===== src/common/usb_pkg.sv =====
package usb_pkg;

  // Token PIDs
  localparam logic [3:0] pid_out   = 4'b0001;
  localparam logic [3:0] pid_in    = 4'b1001;
  localparam logic [3:0] pid_sof   = 4'b0101;
  localparam logic [3:0] pid_setup = 4'b1101;

  // Data PIDs
  localparam logic [3:0] pid_data0 = 4'b0011;
  localparam logic [3:0] pid_data1 = 4'b1011;

  // Handshake PIDs
  localparam logic [3:0] pid_ack   = 4'b0010;
  localparam logic [3:0] pid_nak   = 4'b1010;
  localparam logic [3:0] pid_stall = 4'b1110;

  localparam logic [6:0] dev_addr = 7'd5;
  localparam logic [3:0] echo_ep  = 4'd1;

  localparam int buf_depth = 64;
  // One extra bit so that a full 64-byte packet can be counted
  localparam int buf_bits  = $clog2(buf_depth) + 1;

  // Both CRCs run bit-reflected and shift the LSB out first
  localparam logic [4:0]  crc5_init      = 5'h1f;
  localparam logic [4:0]  crc5_residual  = 5'h06;
  localparam logic [15:0] crc16_init     = 16'hffff;
  localparam logic [15:0] crc16_residual = 16'hb001;

  typedef struct packed {
    logic [7:0] data;
    logic       last;
  } rx_byte_t;

  typedef enum logic [1:0] {
    tok_out,
    tok_in,
    tok_setup
  } token_kind_t;

  typedef struct packed {
    token_kind_t kind;
    logic [3:0]  endp;
    logic        match;
  } token_t;

  typedef enum logic [2:0] {
    resp_none,
    resp_ack,
    resp_nak,
    resp_stall,
    resp_data
  } resp_kind_t;

  typedef struct packed {
    logic [7:0] data;
    logic       last;
  } tx_byte_t;

  // Reflected x^5 + x^2 + 1
  function automatic logic [4:0] crc5_step(logic [4:0] crc, logic [7:0] data);
    logic [4:0] c;
    c = crc;
    for (int i = 0; i < 8; i++) begin
      if (c[0] ^ data[i]) begin
        c = (c >> 1) ^ 5'h14;
      end else begin
        c = c >> 1;
      end
    end
    return c;
  endfunction

  // Reflected x^16 + x^15 + x^2 + 1
  function automatic logic [15:0] crc16_step(logic [15:0] crc, logic [7:0] data);
    logic [15:0] c;
    c = crc;
    for (int i = 0; i < 8; i++) begin
      if (c[0] ^ data[i]) begin
        c = (c >> 1) ^ 16'ha001;
      end else begin
        c = c >> 1;
      end
    end
    return c;
  endfunction

endpackage

===== src/design/usb_bulk_echo_top.sv =====
`timescale 1ns/1ns
module usb_bulk_echo_top (
  input  logic               clock,
  input  logic               reset,
  input  logic               configured_i,
  input  logic               rx_valid_i,
  input  usb_pkg::rx_byte_t  rx_i,
  input  logic               tx_ready_i,
  output logic               tx_valid_o,
  output usb_pkg::tx_byte_t  tx_o,
  output logic [3:0]         status_o
);

  // Decoded packet events
  logic                token_valid;
  usb_pkg::token_t     token;
  logic                pay_valid;
  usb_pkg::rx_byte_t   pay;
  logic                data_end;
  logic                data_ok;
  logic                data_pid1;
  logic                ack_seen;

  // Response request and buffer read-out
  logic                         resp_start;
  usb_pkg::resp_kind_t          resp_kind;
  logic                         resp_pid1;
  logic                         resp_busy;
  logic [7:0]                   rd_data;
  logic [usb_pkg::buf_bits-1:0] rd_count;
  logic                         rd_next;

  usb_packet_decode u_decode (
    .clock         (clock),
    .reset         (reset),
    .rx_valid_i    (rx_valid_i),
    .rx_i          (rx_i),
    .token_valid_o (token_valid),
    .token_o       (token),
    .pay_valid_o   (pay_valid),
    .pay_o         (pay),
    .data_end_o    (data_end),
    .data_ok_o     (data_ok),
    .data_pid1_o   (data_pid1),
    .ack_seen_o    (ack_seen)
  );

  usb_endpoint_execute u_execute (
    .clock         (clock),
    .reset         (reset),
    .configured_i  (configured_i),
    .token_valid_i (token_valid),
    .token_i       (token),
    .pay_valid_i   (pay_valid),
    .pay_i         (pay),
    .data_end_i    (data_end),
    .data_ok_i     (data_ok),
    .data_pid1_i   (data_pid1),
    .ack_seen_i    (ack_seen),
    .rd_next_i     (rd_next),
    .resp_busy_i   (resp_busy),
    .resp_start_o  (resp_start),
    .resp_kind_o   (resp_kind),
    .resp_pid1_o   (resp_pid1),
    .rd_data_o     (rd_data),
    .rd_count_o    (rd_count),
    .status_o      (status_o)
  );

  usb_response_encode u_response (
    .clock         (clock),
    .reset         (reset),
    .resp_start_i  (resp_start),
    .resp_kind_i   (resp_kind),
    .resp_pid1_i   (resp_pid1),
    .rd_data_i     (rd_data),
    .rd_count_i    (rd_count),
    .tx_ready_i    (tx_ready_i),
    .rd_next_o     (rd_next),
    .resp_busy_o   (resp_busy),
    .tx_valid_o    (tx_valid_o),
    .tx_o          (tx_o)
  );

endmodule


===== src/usb_result/usb_response_encode.sv =====
`timescale 1ns/1ns
module usb_response_encode (
  input  logic                          clock,
  input  logic                          reset,
  input  logic                          resp_start_i,
  input  usb_pkg::resp_kind_t           resp_kind_i,
  input  logic                          resp_pid1_i,
  input  logic [7:0]                    rd_data_i,
  input  logic [usb_pkg::buf_bits-1:0]  rd_count_i,
  input  logic                          tx_ready_i,
  output logic                          rd_next_o,
  output logic                          resp_busy_o,
  output logic                          tx_valid_o,
  output usb_pkg::tx_byte_t             tx_o
);

  // State names the byte currently presented on tx_o
  typedef enum logic [2:0] {
    st_idle,
    st_pid,
    st_payload,
    st_crc_lo,
    st_crc_hi
  } state_t;

  state_t                       state_q;
  usb_pkg::resp_kind_t          kind_q;
  logic [usb_pkg::buf_bits-1:0] left_q;
  logic [15:0]                  crc_q;
  logic [15:0]                  crc_next;
  logic [3:0]                   pid;
  logic                         more;

  always_comb begin
    case (resp_kind_i)
      usb_pkg::resp_ack:   pid = usb_pkg::pid_ack;
      usb_pkg::resp_nak:   pid = usb_pkg::pid_nak;
      usb_pkg::resp_stall: pid = usb_pkg::pid_stall;
      default:             pid = resp_pid1_i ? usb_pkg::pid_data1 : usb_pkg::pid_data0;
    endcase
  end

  assign crc_next    = usb_pkg::crc16_step(crc_q, tx_o.data);
  assign more        = left_q != '0;
  assign resp_busy_o = state_q != st_idle;
  // Pull the next stored byte as the current one is taken
  assign rd_next_o   = tx_ready_i && more &&
                       (state_q == st_payload ||
                        (state_q == st_pid && kind_q == usb_pkg::resp_data));

  always_ff @(posedge clock) begin
    if (reset) begin
      state_q    <= st_idle;
      tx_valid_o <= 1'b0;
    end else begin
      case (state_q)
        st_idle: begin
          if (resp_start_i && resp_kind_i != usb_pkg::resp_none) begin
            kind_q     <= resp_kind_i;
            left_q     <= rd_count_i;
            crc_q      <= usb_pkg::crc16_init;
            tx_o.data  <= {~pid, pid};
            // A handshake is the PID byte alone
            tx_o.last  <= resp_kind_i != usb_pkg::resp_data;
            tx_valid_o <= 1'b1;
            state_q    <= st_pid;
          end
        end
        st_pid: begin
          if (tx_ready_i) begin
            if (kind_q != usb_pkg::resp_data) begin
              tx_valid_o <= 1'b0;
              state_q    <= st_idle;
            end else if (more) begin
              tx_o.data <= rd_data_i;
              tx_o.last <= 1'b0;
              left_q    <= left_q - 1'b1;
              state_q   <= st_payload;
            end else begin
              // Zero-length packet sends the CRC of nothing
              tx_o.data <= ~crc_q[7:0];
              tx_o.last <= 1'b0;
              state_q   <= st_crc_lo;
            end
          end
        end
        st_payload: begin
          if (tx_ready_i) begin
            crc_q <= crc_next;
            if (more) begin
              tx_o.data <= rd_data_i;
              left_q    <= left_q - 1'b1;
            end else begin
              tx_o.data <= ~crc_next[7:0];
              state_q   <= st_crc_lo;
            end
          end
        end
        st_crc_lo: begin
          if (tx_ready_i) begin
            tx_o.data <= ~crc_q[15:8];
            tx_o.last <= 1'b1;
            state_q   <= st_crc_hi;
          end
        end
        st_crc_hi: begin
          if (tx_ready_i) begin
            tx_valid_o <= 1'b0;
            state_q    <= st_idle;
          end
        end
        default: begin
          tx_valid_o <= 1'b0;
          state_q    <= st_idle;
        end
      endcase
    end
  end

endmodule


===== src/usb_execute/usb_endpoint_execute.sv =====
`timescale 1ns/1ns
module usb_endpoint_execute (
  input  logic                          clock,
  input  logic                          reset,
  input  logic                          configured_i,
  input  logic                          token_valid_i,
  input  usb_pkg::token_t               token_i,
  input  logic                          pay_valid_i,
  input  usb_pkg::rx_byte_t             pay_i,
  input  logic                          data_end_i,
  input  logic                          data_ok_i,
  input  logic                          data_pid1_i,
  input  logic                          ack_seen_i,
  input  logic                          rd_next_i,
  input  logic                          resp_busy_i,
  output logic                          resp_start_o,
  output usb_pkg::resp_kind_t           resp_kind_o,
  output logic                          resp_pid1_o,
  output logic [7:0]                    rd_data_o,
  output logic [usb_pkg::buf_bits-1:0]  rd_count_o,
  output logic [3:0]                    status_o
);

  logic [7:0] mem_q [usb_pkg::buf_depth];

  logic [usb_pkg::buf_bits-1:0] wr_ptr_q;
  logic [usb_pkg::buf_bits-1:0] rd_ptr_q;
  logic [usb_pkg::buf_bits-1:0] count_q;
  logic [usb_pkg::buf_bits-1:0] wr_count;
  logic                         full_q;
  logic                         out_tog_q;
  logic                         in_tog_q;
  // Last accepted token waiting for its data stage
  logic                         pend_out_q;
  logic                         pend_stall_q;
  // DATA went out and now waits for the host ACK that releases the buffer
  logic                         sent_q;

  logic                         wr_en;
  logic                         tok_ev;
  logic                         end_ev;
  logic                         ack_ev;
  logic                         tok_ep1;
  usb_pkg::resp_kind_t          kind_next;

  // The host stays silent during a response
  assign tok_ev  = token_valid_i && !resp_busy_i && token_i.match && configured_i;
  assign end_ev  = data_end_i && !resp_busy_i;
  assign ack_ev  = ack_seen_i && !resp_busy_i && sent_q;
  assign tok_ep1 = token_i.endp == usb_pkg::echo_ep;

  // A full buffer keeps its packet and oversize bytes are dropped
  assign wr_en    = pay_valid_i && pend_out_q && !full_q && wr_ptr_q < usb_pkg::buf_depth;
  assign wr_count = wr_ptr_q + {{(usb_pkg::buf_bits-1){1'b0}}, wr_en};

  always_comb begin
    kind_next = usb_pkg::resp_none;
    if (tok_ev && token_i.kind == usb_pkg::tok_in) begin
      if (!tok_ep1) begin
        kind_next = usb_pkg::resp_stall;
      end else if (full_q) begin
        kind_next = usb_pkg::resp_data;
      end else begin
        kind_next = usb_pkg::resp_nak;
      end
    end else if (end_ev && data_ok_i) begin
      if (pend_stall_q) begin
        kind_next = usb_pkg::resp_stall;
      end else if (pend_out_q) begin
        // Stale toggle is still ACKed so the host moves on
        kind_next = full_q ? usb_pkg::resp_nak : usb_pkg::resp_ack;
      end
    end
  end

  always_ff @(posedge clock) begin
    if (reset) begin
      wr_ptr_q     <= '0;
      rd_ptr_q     <= '0;
      count_q      <= '0;
      full_q       <= 1'b0;
      out_tog_q    <= 1'b0;
      in_tog_q     <= 1'b0;
      pend_out_q   <= 1'b0;
      pend_stall_q <= 1'b0;
      sent_q       <= 1'b0;
      resp_start_o <= 1'b0;
    end else begin
      resp_start_o <= kind_next != usb_pkg::resp_none;
      if (wr_en) begin
        wr_ptr_q <= wr_ptr_q + 1'b1;
      end
      if (rd_next_i) begin
        rd_ptr_q <= rd_ptr_q + 1'b1;
      end
      if (tok_ev) begin
        pend_out_q   <= token_i.kind == usb_pkg::tok_out && tok_ep1;
        pend_stall_q <= token_i.kind == usb_pkg::tok_setup ||
                        (token_i.kind == usb_pkg::tok_out && !tok_ep1);
        wr_ptr_q     <= '0;
        if (kind_next == usb_pkg::resp_data) begin
          rd_ptr_q <= '0;
          sent_q   <= 1'b1;
        end
      end
      if (end_ev) begin
        pend_out_q   <= 1'b0;
        pend_stall_q <= 1'b0;
        if (data_ok_i && pend_out_q && !full_q && data_pid1_i == out_tog_q) begin
          full_q    <= 1'b1;
          count_q   <= wr_count;
          out_tog_q <= !out_tog_q;
        end
      end
      if (ack_ev) begin
        full_q   <= 1'b0;
        in_tog_q <= !in_tog_q;
        sent_q   <= 1'b0;
      end
    end
  end

  always_ff @(posedge clock) begin
    if (wr_en) begin
      mem_q[wr_ptr_q[usb_pkg::buf_bits-2:0]] <= pay_i.data;
    end
    resp_kind_o <= kind_next;
    resp_pid1_o <= in_tog_q;
  end

  assign rd_data_o  = mem_q[rd_ptr_q[usb_pkg::buf_bits-2:0]];
  assign rd_count_o = count_q;
  assign status_o   = {full_q, in_tog_q, out_tog_q, configured_i};

endmodule


===== src/usb_decode/usb_packet_decode.sv =====
`timescale 1ns/1ns
module usb_packet_decode (
  input  logic               clock,
  input  logic               reset,
  input  logic               rx_valid_i,
  input  usb_pkg::rx_byte_t  rx_i,
  output logic               token_valid_o,
  output usb_pkg::token_t    token_o,
  output logic               pay_valid_o,
  output usb_pkg::rx_byte_t  pay_o,
  output logic               data_end_o,
  output logic               data_ok_o,
  output logic               data_pid1_o,
  output logic               ack_seen_o
);

  // Bytes already seen in this packet up to a ceiling of 3
  logic [1:0]  byte_cnt_q;
  logic [3:0]  pid_q;
  logic        pid_ok_q;
  logic [7:0]  tok_b1_q;
  logic [4:0]  crc5_q;
  logic [15:0] crc16_q;

  // Two-byte delay line that holds back the CRC16 bytes
  logic [7:0]  old_q;
  logic [7:0]  new_q;
  logic [1:0]  fill_q;

  logic                  is_pid;
  logic                  pid_good;
  logic                  is_data;
  logic                  tok_hit;
  usb_pkg::token_kind_t  tok_kind;
  logic [4:0]            crc5_next;
  logic [15:0]           crc16_next;
  logic [6:0]            addr;
  logic [3:0]            endp;

  assign is_pid     = byte_cnt_q == 2'd0;
  assign pid_good   = rx_i.data[7:4] == ~rx_i.data[3:0];
  assign is_data    = pid_ok_q && (pid_q == usb_pkg::pid_data0 || pid_q == usb_pkg::pid_data1);
  assign crc5_next  = usb_pkg::crc5_step(crc5_q, rx_i.data);
  assign crc16_next = usb_pkg::crc16_step(crc16_q, rx_i.data);

  // Endpoint field straddles the two token bytes
  assign addr = tok_b1_q[6:0];
  assign endp = {rx_i.data[2:0], tok_b1_q[7]};

  always_comb begin
    tok_hit  = pid_ok_q;
    tok_kind = usb_pkg::tok_out;
    case (pid_q)
      usb_pkg::pid_out:   tok_kind = usb_pkg::tok_out;
      usb_pkg::pid_in:    tok_kind = usb_pkg::tok_in;
      usb_pkg::pid_setup: tok_kind = usb_pkg::tok_setup;
      // Frame numbers mean nothing to the echo endpoint
      usb_pkg::pid_sof:   tok_hit = 1'b0;
      default:            tok_hit = 1'b0;
    endcase
  end

  always_ff @(posedge clock) begin
    if (reset) begin
      byte_cnt_q    <= 2'd0;
      pid_ok_q      <= 1'b0;
      fill_q        <= 2'd0;
      token_valid_o <= 1'b0;
      pay_valid_o   <= 1'b0;
      data_end_o    <= 1'b0;
      ack_seen_o    <= 1'b0;
    end else begin
      token_valid_o <= 1'b0;
      pay_valid_o   <= 1'b0;
      data_end_o    <= 1'b0;
      ack_seen_o    <= 1'b0;
      if (rx_valid_i) begin
        if (rx_i.last) begin
          byte_cnt_q <= 2'd0;
        end else if (byte_cnt_q != 2'd3) begin
          byte_cnt_q <= byte_cnt_q + 2'd1;
        end
        if (is_pid) begin
          pid_ok_q   <= pid_good;
          fill_q     <= 2'd0;
          ack_seen_o <= rx_i.last && pid_good && rx_i.data[3:0] == usb_pkg::pid_ack;
        end else begin
          token_valid_o <= rx_i.last && byte_cnt_q == 2'd2 && tok_hit &&
                           crc5_next == usb_pkg::crc5_residual;
          if (is_data) begin
            pay_valid_o <= fill_q == 2'd2;
            data_end_o  <= rx_i.last;
            if (fill_q != 2'd2) begin
              fill_q <= fill_q + 2'd1;
            end
          end
        end
      end
    end
  end

  always_ff @(posedge clock) begin
    if (rx_valid_i) begin
      if (is_pid) begin
        pid_q   <= rx_i.data[3:0];
        crc5_q  <= usb_pkg::crc5_init;
        crc16_q <= usb_pkg::crc16_init;
      end else begin
        crc5_q  <= crc5_next;
        crc16_q <= crc16_next;
        old_q   <= new_q;
        new_q   <= rx_i.data;
        if (byte_cnt_q == 2'd1) begin
          tok_b1_q <= rx_i.data;
        end
        // Last payload byte leaves together with the final CRC byte
        pay_o.data <= old_q;
        pay_o.last <= rx_i.last;
      end
      token_o.kind  <= tok_kind;
      token_o.endp  <= endp;
      token_o.match <= addr == usb_pkg::dev_addr;
      data_ok_o     <= byte_cnt_q >= 2'd2 && crc16_next == usb_pkg::crc16_residual;
      data_pid1_o   <= pid_q == usb_pkg::pid_data1;
    end
  end

endmodule


===== config.mk =====
export PLATFORM = sky130hd
export DESIGN_NAME = usb_bulk_echo_top
export DESIGN_NICKNAME = d
export VERILOG_FILES = /design/src/common/usb_pkg.sv /design/src/design/usb_bulk_echo_top.sv /design/src/usb_result/usb_response_encode.sv /design/src/usb_execute/usb_endpoint_execute.sv /design/src/usb_decode/usb_packet_decode.sv
export SDC_FILE = /design/constraint.sdc
export NUM_CORES = 1
export LEC_CHECK = 0
export BUFFER_PORTS_ARGS = -buffer_cell sky130_fd_sc_hd__clkbuf_2
export CORE_MARGIN = 3
export CORE_UTILIZATION = 30
export CTS_BUF_LIST = sky130_fd_sc_hd__clkbuf_4 sky130_fd_sc_hd__clkbuf_8 sky130_fd_sc_hd__clkbuf_16
export DETAILED_ROUTE_END_ITERATION = 8
export HOLD_SLACK_MARGIN = 0.02
export PLACE_DENSITY = 0.42
export REMOVE_ABC_BUFFERS = 1
export SLEW_MARGIN = 20
export SYNTH_ARGS = -nofsm -noshare
export SYNTH_HDL_FRONTEND = slang
export SYNTH_SLANG_ARGS = --single-unit

===== constraint.sdc =====
create_clock -name clock -period 3.4 [get_ports clock]
set_input_delay 0.34 -clock clock [delete_from_list [all_inputs] [get_ports clock]]
set_output_delay 0.34 -clock clock [all_outputs]
set_load 0.01 [all_outputs]

# [Word-level counts from Yosys, hierarchy flattened]
# Memory sizes are Yosys's and may differ from the RTL's. A register that Yosys moved wholly into a read port is not among the register bits.
# Cells that the tools add are included.
[word_totals] ff_bits=146 ramBits=512 mem_count=1 input_bits=14 out_inout_bits=14 wordCells=292
[memory_table] name="u_execute.mem_q" words=64 word_bits=8 rd=1 rd_clocked_by_memory_dff=1 wr=1 line_no="usb_endpoint_execute.sv:24" rtl="logic [7:0] mem_q [usb_pkg::buf_depth];"
[classes] n_addsub=6 bitwise=58 order_cmp=2 n_reduce_logical=71 n_mux=78 n_eq_ne=38
[ops] op="two-way mux 16 bit" n=18
[ops] op="two-way mux 7 bit" n=8
[ops] op="inverter 2 -> 3 bit" n=16
[ops] op="two-way mux 9 bit" n=5
[ops] op="two-way mux 5 bit" n=8
[ops] op="two-way mux 3 bit" n=13
[ops] op="one-hot mux 16 bit (2 select lines)" n=1
[ops] op="one-hot mux 8 bit (4 select lines)" n=1
[ops] op="logical AND 1 bit" n=27
[ops] op="inverter 8 bit" n=3
[ops] op="XOR 1 bit" n=24
[ops] op="one-hot mux 7 bit (3 select lines)" n=1
[ops] op="inequality test 2 bit (second input constant)" n=9
[ops] op="AND reduction 6 bit" n=3
[ops] op="== test 16 bit (second input constant)" n=1
[ops] op="two-way mux 8 bit" n=2
[ops] op="inverter 1 -> 2 bit" n=8
[ops] op="one-hot mux 3 bit (5 select lines)" n=1
[ops] op="nonzero test 3 bit" n=5
[ops] op="adder 7 x 1 -> 7 bit (second input constant)" n=2
[ops] op="== test 3 x 2 -> 1 bit (second input constant)" n=4
[ops] op="== test 4 bit (second input constant)" n=3
[ops] op="two-way mux 2 bit" n=6
[ops] op="one-hot mux 4 bit (3 select lines)" n=1
[ops] op="other kinds (40)" n=83

# [Longest topological paths before layout]
# Gate-level depths: netlist of run 1.
[logic_depth] depth_word=20 ltp_mapped=12 ltp_nobuf=9

# [By module]
# Synthesis of run 1 repeated with hierarchy kept, for this count alone.
[hier_totals] cells_unflattened=1465 hier_area_um2=26763.2
[modules_own_cells] module="usb_endpoint_execute" cells_each=1038 area_per_inst_um2=21277.9 n_inst=1 seq_area_each_um2=15995.3
[modules_own_cells] module="usb_packet_decode" cells_each=208 area_per_inst_um2=3175.5 n_inst=1 seq_area_each_um2=2192.1
[modules_own_cells] module="usb_response_encode" cells_each=219 area_per_inst_um2=2309.7 n_inst=1 seq_area_each_um2=1131.1

# [Worst setup path after synthesis of run 1]
# No wires, ideal clock.
[synth_path] path_kind="reg-to-reg" startpoint="register u_response.state_q[1]" endpoint="register u_response.crc_q[0], enable pin" setup_time_ns=0.430 synth_period_minus_slack_ns=3.203 slack_ns=0.197 stages_incl_launch_ff=6 n_path_buf=3 t_arrival_ns=2.773 required_time_ns=2.970 cell_sequence="dfxtp_1 -> clkbuf_1 -> clkbuf_1 -> buf_1 -> a21oi_1 -> nor4_1"
[synth_between] elab_chain_len=3 word_cells_on_any_way=6 cone_classes="eq/ne: 3; reduce/logical: 3"
[synth_lines] element="start: declaration" line_no="usb_response_encode.sv:26" rtl="state_t state_q;"
[synth_lines] element="start signal: assignment" line_no="usb_response_encode.sv:53" rtl="state_q <= st_idle;"
[synth_lines] element="start signal: assignment" line_no="usb_response_encode.sv:66" rtl="state_q <= st_pid;"
[synth_lines] element="start signal: assignment" line_no="usb_response_encode.sv:73" rtl="state_q <= st_idle;"
[synth_lines] element="== test 3 x 2 -> 1 bit / zero test 3 bit (equally long branches)" line_no="usb_response_encode.sv:56" rtl="case (state_q)"
[synth_lines] element="inequality test 2 bit (no source line) (tied with other cells)"
[synth_lines] element="AND reduction 4 bit (no source line) (*)"
[synth_lines] element="end signal: assignment" line_no="usb_response_encode.sv:61" rtl="crc_q <= usb_pkg::crc16_init;"
[synth_lines] element="end signal: assignment" line_no="usb_response_encode.sv:89" rtl="crc_q <= crc_next;"
[synth_lines] element="end: declaration" line_no="usb_response_encode.sv:29" rtl="logic [15:0] crc_q;"
# Every way passes the cells marked *; elsewhere a longest branch is shown, timed or not.
# A chain may end at the register's enable or synchronous reset.

==> run_results.csv, run 1 <==
group,metric,value,unit
setup_path,r2r-start,"u_execute.rd_ptr_q[1]$_SDFF_PP0_",
floorplan,design.core.area,87700,sq um
run_status,status,"finished clean",
layout,synthToLayoutAreaGrowth,17.8,%
synthesis,synthAdderAreaFrac,0.505,%
synthesis,synth.distinct_cells,67,
floorplan,die_h,305,um
placement,pre_cts_slack,59.1,ps
setup_path,crit_fanout,43,
layout,instances_no_fill,2910,
layout,fillers,8218,
worst_hold_path,hp-start,"rx_i[7]",
floorplan,die_width,305,um
clock_network,path_clk_slew,60,ps
synthesis,synth_compound_area_share,3.77,%
timing,drv_slew,0,
worst_hold_path,min_to,"u_decode.tok_b1_q[6]$_DFFE_PP_",
detailed_routing,routedWlPerCell,24.7,um
pwr,combinationalPowerShare,1.6,%
pwr,p_per_area,541,nW/um^2
synthesis,ys_warn_count,0,
timing,finalSetupViolCount,0,
clock_network,postCtsSetupBuffers,0,
timing,rsz0062_at_grt,"no",
clock_network,insertion_delay,610,ps
timing,max_slew_margin,37.1,%
detailed_routing,via_count,14100,
clock_network,cts_resized,0,
global_routing,grt-ovfl-total,0,
setup_path,worstPathRequired,3710,ps
placement,dp_cells,2782,
placement,port_buffers,27,
timing,hold_viol_final,0,
timing,tns,0,ps
clock_network,cts_tree,"done",
worst_hold_path,min_path_type,"in -> reg",
detailed_routing,wirelength,71.8,mm
global_routing,grt_use_total,15.5,%
clock_network,clockBufferDepth,3,
detailed_routing,first_iter_violations,1091,
clock_network,ctsHoldBuffers,0,
floorplan,rows,108,
floorplan,dieArea,92900,sq um
setup_path,worst_r2r_path_depth,7,
clock_network,cts_buffers,72,
layout,mostFrequentLayoutCells,"613 x edfxtp_1, 145 x buf_4, 144 x nor2_1",
pwr,fin_total_pwr,17.1,mW
layout,drive_gt1_share,24.7,%
setup_path,reg2reg_slack,50,ps
timing,tightestPinTransition,937,ps
floorplan,start_util,30.5,%
worst_hold_path,hold_depth,1,
pwr,pwr-share-clk,46.8,%
pwr,switchingPower,3.35,mW
pwr,power.share.switching,19.6,%
placement,place_hpwl,46.9,mm
pwr,p_seq_share,51.6,%
synthesis,synth_top_family_by_area,"multiplexers",
synthesis,muxShareOfSynthArea,12.5,%
timing,fmax,298,MHz
detailed_routing,drt_pre_antenna_iters,5,
floorplan,ios,28,
synthesis,synthFlopType,"edfxtp_1",
pwr,p_int,13.7,mW
global_routing,grt_pass1_wl,105,mm
global_routing,grt_pass1_vias,14700,
clock_network,numClockSinks,657,
timing,fin_crit_sh,98.6,%
synthesis,synth-simple-area-share,6.30,%
timing,min_period,3350,ps
setup_path,worstPathArrival,3660,ps
clock_network,clockRootBuffer,"clkbuf_16",
placement,placed_cell_area,29100,sq um
synthesis,post_synth_xor_area_fraction,2.99,%
global_routing,antenna_found_initial,0,
setup_path,critPathKind,"reg -> reg",
layout,finalInstanceArea,31500,sq um
synthesis,ys_ff_latch,657,
setup_path,crit_path_end_kind,"flop",
synthesis,synthArstFlopShare,0,%
synthesis,synth_edf_count,613,
layout,layout_commonest_cell,"edfxtp_1",
pwr,power.leakage,9.81,nW
timing,skew,25.3,ps
detailed_routing,viasPerCell,4.86,
flow_run,maxCapViolCount,0,
layout,diodes,0,
synthesis,syn_inst,1531,
placement,gp_congestion,0.758,
layout,fin_nets,1725,
synthesis,seq_area_frac_synth,72.0,%
detailed_routing,drc,0,
global_routing,grt_max_degree,65,
setup_path,reg2reg_to,"u_response.tx_o[1]$_DFFE_PP_",
clock_network,htree_levels,3,
timing,setup_ws,47.8,ps
pwr,vdd_drop_max,0.000288,V
synthesis,synth.avg_cell_area,17.5,sq um
synthesis,syn_area,26800,sq um
setup_path,start_kind,"flop",
detailed_routing,ant_nets,0,
## power by group through the flow
stage	registers [mW]	clock network (mW)	logic, mW
CTS	8.81	8.22	0.286
global route	8.81	8.52	0.309
floorplan	9.00	0	0.150
global placement	8.98	0	0.281
finish	8.81	7.99	0.277
detailed placement	8.98	0	0.284
## flip-flops by register name, summed over array words and instances, names as in the netlist, 4 cells and up
signal,cells
u_response.tx_o,9
u_decode.new_q,8
u_execute.rd_ptr_q,6
u_decode.crc5_q,5
u_decode.pid_q,4
u_decode.crc16_q,16
u_response.left_q,7
u_decode.tok_b1_q,8
u_decode.old_q,8
u_execute.rd_count_o,7
u_execute.mem_q,512
u_decode.token_o,7
u_execute.wr_ptr_q,7
u_decode.pay_o,8
u_response.crc_q,16
## synth_stat cells (all sizes together), types with 15 or more instances
| cell type | count | share of area, % |
|---|---|---|
| buf | 43 | 1.1 |
| o21ai | 27 | 0.50 |
| nor3 | 21 | 0.39 |
| inv | 15 | 0.21 |
| edfxtp | 613 | 69 |
| nand2b | 24 | 0.56 |
| clkbuf | 38 | 0.53 |
| mux2i | 63 | 2.4 |
| xor2 | 27 | 0.88 |
| dfxtp | 44 | 3.3 |
| xnor2 | 54 | 1.8 |
| mux4 | 120 | 10 |
| nand2 | 38 | 0.53 |
| nand3 | 21 | 0.39 |
| nor2 | 144 | 2.0 |
| a22oi | 26 | 0.73 |
| a21oi | 46 | 0.86 |
## worst max-delay path by stage
stage                                           startpoint                            to  slack (ps)  cells past startpoint
after detailed placement  u_execute.rd_ptr_q[1]$_SDFF_PP0_  u_response.tx_o[1]$_DFFE_PP_          60                      7
after floorplan           u_execute.rd_ptr_q[0]$_SDFF_PP0_  u_response.tx_o[8]$_DFFE_PP_       -4720                      5
after global routing      u_execute.rd_ptr_q[1]$_SDFF_PP0_  u_response.tx_o[1]$_DFFE_PP_          30                      7
after global placement    u_execute.rd_ptr_q[1]$_SDFF_PP0_  u_response.tx_o[1]$_DFFE_PP_          60                      7
after CTS                 u_execute.rd_ptr_q[1]$_SDFF_PP0_  u_response.tx_o[1]$_DFFE_PP_          50                      7
final                     u_execute.rd_ptr_q[1]$_SDFF_PP0_  u_response.tx_o[1]$_DFFE_PP_          50                      7
## area by class of cell
class                      count  area (sq um)  share of cell area, %
multi-input combinational    778          7000                   22.2
tap                         1155          1450                   4.58
inverter                      15          56.3                  0.179
timing repair buffer         177          1320                   4.20
sequential                   657         19300                   61.2
clock buffer                  88          1980                   6.28
clock inverter                40           434                   1.38
## logic make-up after synthesis
logic type,count (synthesis)
buf+inv,96
simple gates,342
mux,185
flops,657
compound gates,155
fa+ha+maj,11
xor+xnor,85
## worst max-delay path: stages (launching register included)
cell and delay (ps):
dfxtp_4 890, buf_4 390, mux4_2 330, a22o_1 310, a221oi_1 490, o22ai_1 160
nor4_1 400, a41oi_1 70
## metrics by stage
stage / util [%] / hold WS, ps
finish: 36.0 / 59.0
global route: 36.0 / 44.5
global placement: 33.2 / 370
floorplan: - / 400
detailed placement: 33.2 / 377
CTS: 36.0 / 23.3
## layer usage
layer  GRT usage, %  up-vias  wire, um
met5              0        -         0
met3           2.75      105      2910
met1           21.4     7375     32700
li1               -     6389         -
met2           25.0      275     34300
met4           4.61        0      1840
Note: power is estimated with default switching activity, not from simulation.
==> run 2: changes to the inputs <==
--- a/config.mk
+++ b/config.mk
@@ -5,13 +5,14 @@
 export SDC_FILE = /design/constraint.sdc
 export NUM_CORES = 1
 export LEC_CHECK = 0
+export ABC_CLOCK_PERIOD_IN_PS = 3400
 export BUFFER_PORTS_ARGS = -buffer_cell sky130_fd_sc_hd__clkbuf_2
 export CORE_MARGIN = 3
-export CORE_UTILIZATION = 30
+export CORE_UTILIZATION = 39
 export CTS_BUF_LIST = sky130_fd_sc_hd__clkbuf_4 sky130_fd_sc_hd__clkbuf_8 sky130_fd_sc_hd__clkbuf_16
 export DETAILED_ROUTE_END_ITERATION = 8
 export HOLD_SLACK_MARGIN = 0.02
-export PLACE_DENSITY = 0.42
+export PLACE_DENSITY = 0.53
 export REMOVE_ABC_BUFFERS = 1
 export SLEW_MARGIN = 20
 export SYNTH_ARGS = -nofsm -noshare
==> run 2 against run 1 <==
Worst hold slack better by 8.7 ps. Critical path depth up 1. Die area shrank 23%. Final cell count fell by 9.8%. First-iteration DRC count up 33%. Core utilization rose by 10 points. Non-clock buffer count decreased by 1. Power down 2.8%. Register-to-register slack gained 390 ps. Clock skew fell by 5.7 ps. Critical path type unchanged.
==> run_results.csv, run 2 (synthesized netlist as in run 1, its figures left out) <==
group,metric,value,unit
setup_path,start_kind,"flop",
clock_network,postCtsSetupBuffers,0,
global_routing,grt-ovfl-total,0,
floorplan,start_util,39.6,%
placement,gp_congestion,0.826,
layout,fin_nets,1722,
layout,synthToLayoutAreaGrowth,16.1,%
timing,skew,19.6,ps
clock_network,clockBufferDepth,3,
layout,fillers,5807,
layout,post-route-util,46.0,%
layout,mostFrequentLayoutCells,"613 x edfxtp_1, 144 x nor2_1, 139 x buf_4",
global_routing,grtUsageMet2,30.3,%
placement,placed_cell_area,28800,sq um
setup_path,cp_cell_sequence,"buf_12, buf_12, mux4_2, a22o_1, a221oi_1, o22ai_1, nor4_1, a41oi_1",
clock_network,cts_tree,"done",
detailed_routing,viasPerCell,5.44,
clock_network,clockRootBuffer,"clkbuf_16",
layout,diodes,0,
clock_network,path_clk_slew,60,ps
timing,min_period,2960,ps
clock_network,numClockSinks,657,
timing,hold_viol_final,0,
floorplan,dieArea,71800,sq um
run_status,status,"finished clean",
floorplan,ios,28,
pwr,power.leakage,9.75,nW
setup_path,cp-startpoint,"u_execute.rd_ptr_q[0]$_SDFF_PP0_",
layout,layout_commonest_cell,"edfxtp_1",
timing,tns,0,ps
placement,place_hpwl,43.2,mm
setup_path,worstPathArrival,3270,ps
global_routing,grt_busiest_layer,"met2",
setup_path,crit_path_end_kind,"flop",
floorplan,die_h,268,um
timing,fin_crit_sh,87.2,%
setup_path,worst_r2r_path_depth,8,
timing,drv_slew,0,
clock_network,insertion_delay,610,ps
pwr,fin_total_pwr,16.6,mW
layout,drive_gt1_share,24.4,%
setup_path,worstPathRequired,3700,ps
detailed_routing,wirelength,66.0,mm
detailed_routing,via_count,14300,
timing,fmax,337,MHz
clock_network,ctsHoldBuffers,0,
detailed_routing,first_iter_violations,1447,
pwr,vdd_drop_max,0.000398,V
setup_path,reg2reg_slack,440,ps
timing,worst_hold_slack,67.6,ps
floorplan,design.core.area,67600,sq um
global_routing,antenna_found_initial,1,
detailed_routing,ant_nets,0,
setup_path,crit_end,"u_response.tx_o[1]$_DFFE_PP_",
floorplan,rows,95,
setup_path,critPathMaxStageDelay,520,ps
detailed_routing,drt_pre_antenna_iters,5,
setup_path,cp_common_cell,"buf_12",
global_routing,use_met3,3.30,%
global_routing,grt_use_total,18.7,%
clock_network,cts_buffers,70,
flow_run,maxCapViolCount,0,
detailed_routing,drc,0,
layout,largest_reg_flops,512,
setup_path,critPathKind,"reg -> reg",
detailed_routing,routedWlPerCell,25.2,um
global_routing,grtUsageMet1,26.3,%
global_routing,grt_pass1_wl,98.4,mm
global_routing,grt_pass1_vias,14700,
timing,max_slew_margin,33.7,%
timing,rsz0062_at_grt,"no",
placement,port_buffers,27,
setup_path,reg2reg_to,"u_response.tx_o[1]$_DFFE_PP_",
setup_path,crit_fanout,23,
timing,finalSetupViolCount,0,
clock_network,cts_resized,0,
setup_path,crit_path_top_delay_cell,"mux4_2",
setup_path,r2r-start,"u_execute.rd_ptr_q[0]$_SDFF_PP0_",
floorplan,die_width,268,um
global_routing,grt_max_degree,65,
clock_network,htree_levels,3,
timing,tightestPinTransition,986,ps
worst_hold_path,min_path_type,"in -> reg",
pwr,p_per_area,534,nW/um^2
layout,finalInstanceArea,31100,sq um
==> run 2: cell types whose count changed in the layout (fill, tap and decap cells not counted), moves of 2 or more <==
cell,delta
buf_12,+3
buf_4,-6
bufinv_16,-5
clkbuf_16,-3
clkbuf_4,+8
clkinv_1,+3
clkinv_2,-4
clkinv_8,+4
clkinvlp_4,-3
inv_6,-2
==> run 2: how the worst min path moves through the flow <==
stage          cells after the start                             from  slack (ps)                              to
4_1_cts                            1                          rx_i[5]          40  u_decode.tok_b1_q[4]$_DFFE_PP_
3_5_place_dp                       0  u_execute.in_tog_q$_SDFFE_PP0P_         370   u_execute.resp_pid1_o$_DFF_P_
3_3_place_gp                       0  u_execute.in_tog_q$_SDFFE_PP0P_         370   u_execute.resp_pid1_o$_DFF_P_
2_1_floorplan                      0      u_decode.new_q[0]$_DFFE_PP_         400     u_decode.old_q[0]$_DFFE_PP_
6_report                           1                          rx_i[5]          70  u_decode.tok_b1_q[4]$_DFFE_PP_
5_1_grt                            1                          rx_i[7]          40     u_decode.new_q[6]$_DFFE_PP_
==> run 2: per-layer routing <==
layer,share of wire [%],up-vias
met5,0,-
met3,5.7,99
met1,44,7399
li1,-,6383
met2,48,399
met4,2.3,0
==> run 2: area by class of cell <==
cell class              count  area [sq um]  area share [%]
repair buffers            176          1380            4.44
inverters                  15          56.3           0.181
well taps                 873          1090            3.51
multi-input cells         778          7000            22.5
clock inverters            34           320            1.03
clock buffers              92          1950            6.28
flip-flops and latches    657         19300            62.1
==> run 2: through the flow <==
step | instances | worst slack (ps)
after global placement | 2497 | 487
after CTS | 2623 | 433
after detailed placement | 2497 | 463
after global routing | 2625 | 311
after floorplan | 1450 | -4720
final | 2625 | 435
==> run 2: critical path, delay by kind of cell (launching register included) <==
family | cells | cell delay, ps
AO/OA/AOI/OAI | 4 | 770
multiplexers | 1 | 520
AND/OR/NAND/NOR | 1 | 480
buffers and inverters | 2 | 470
flip-flops | 1 | 390
==> run 2: report_power, final <==
group / internal (mW) / total, mW / switching (mW)
Combinational: 0.103 / 0.270 / 0.167
Sequential: 8.80 / 8.82 / 0.0197
Clock: 4.38 / 7.51 / 3.13
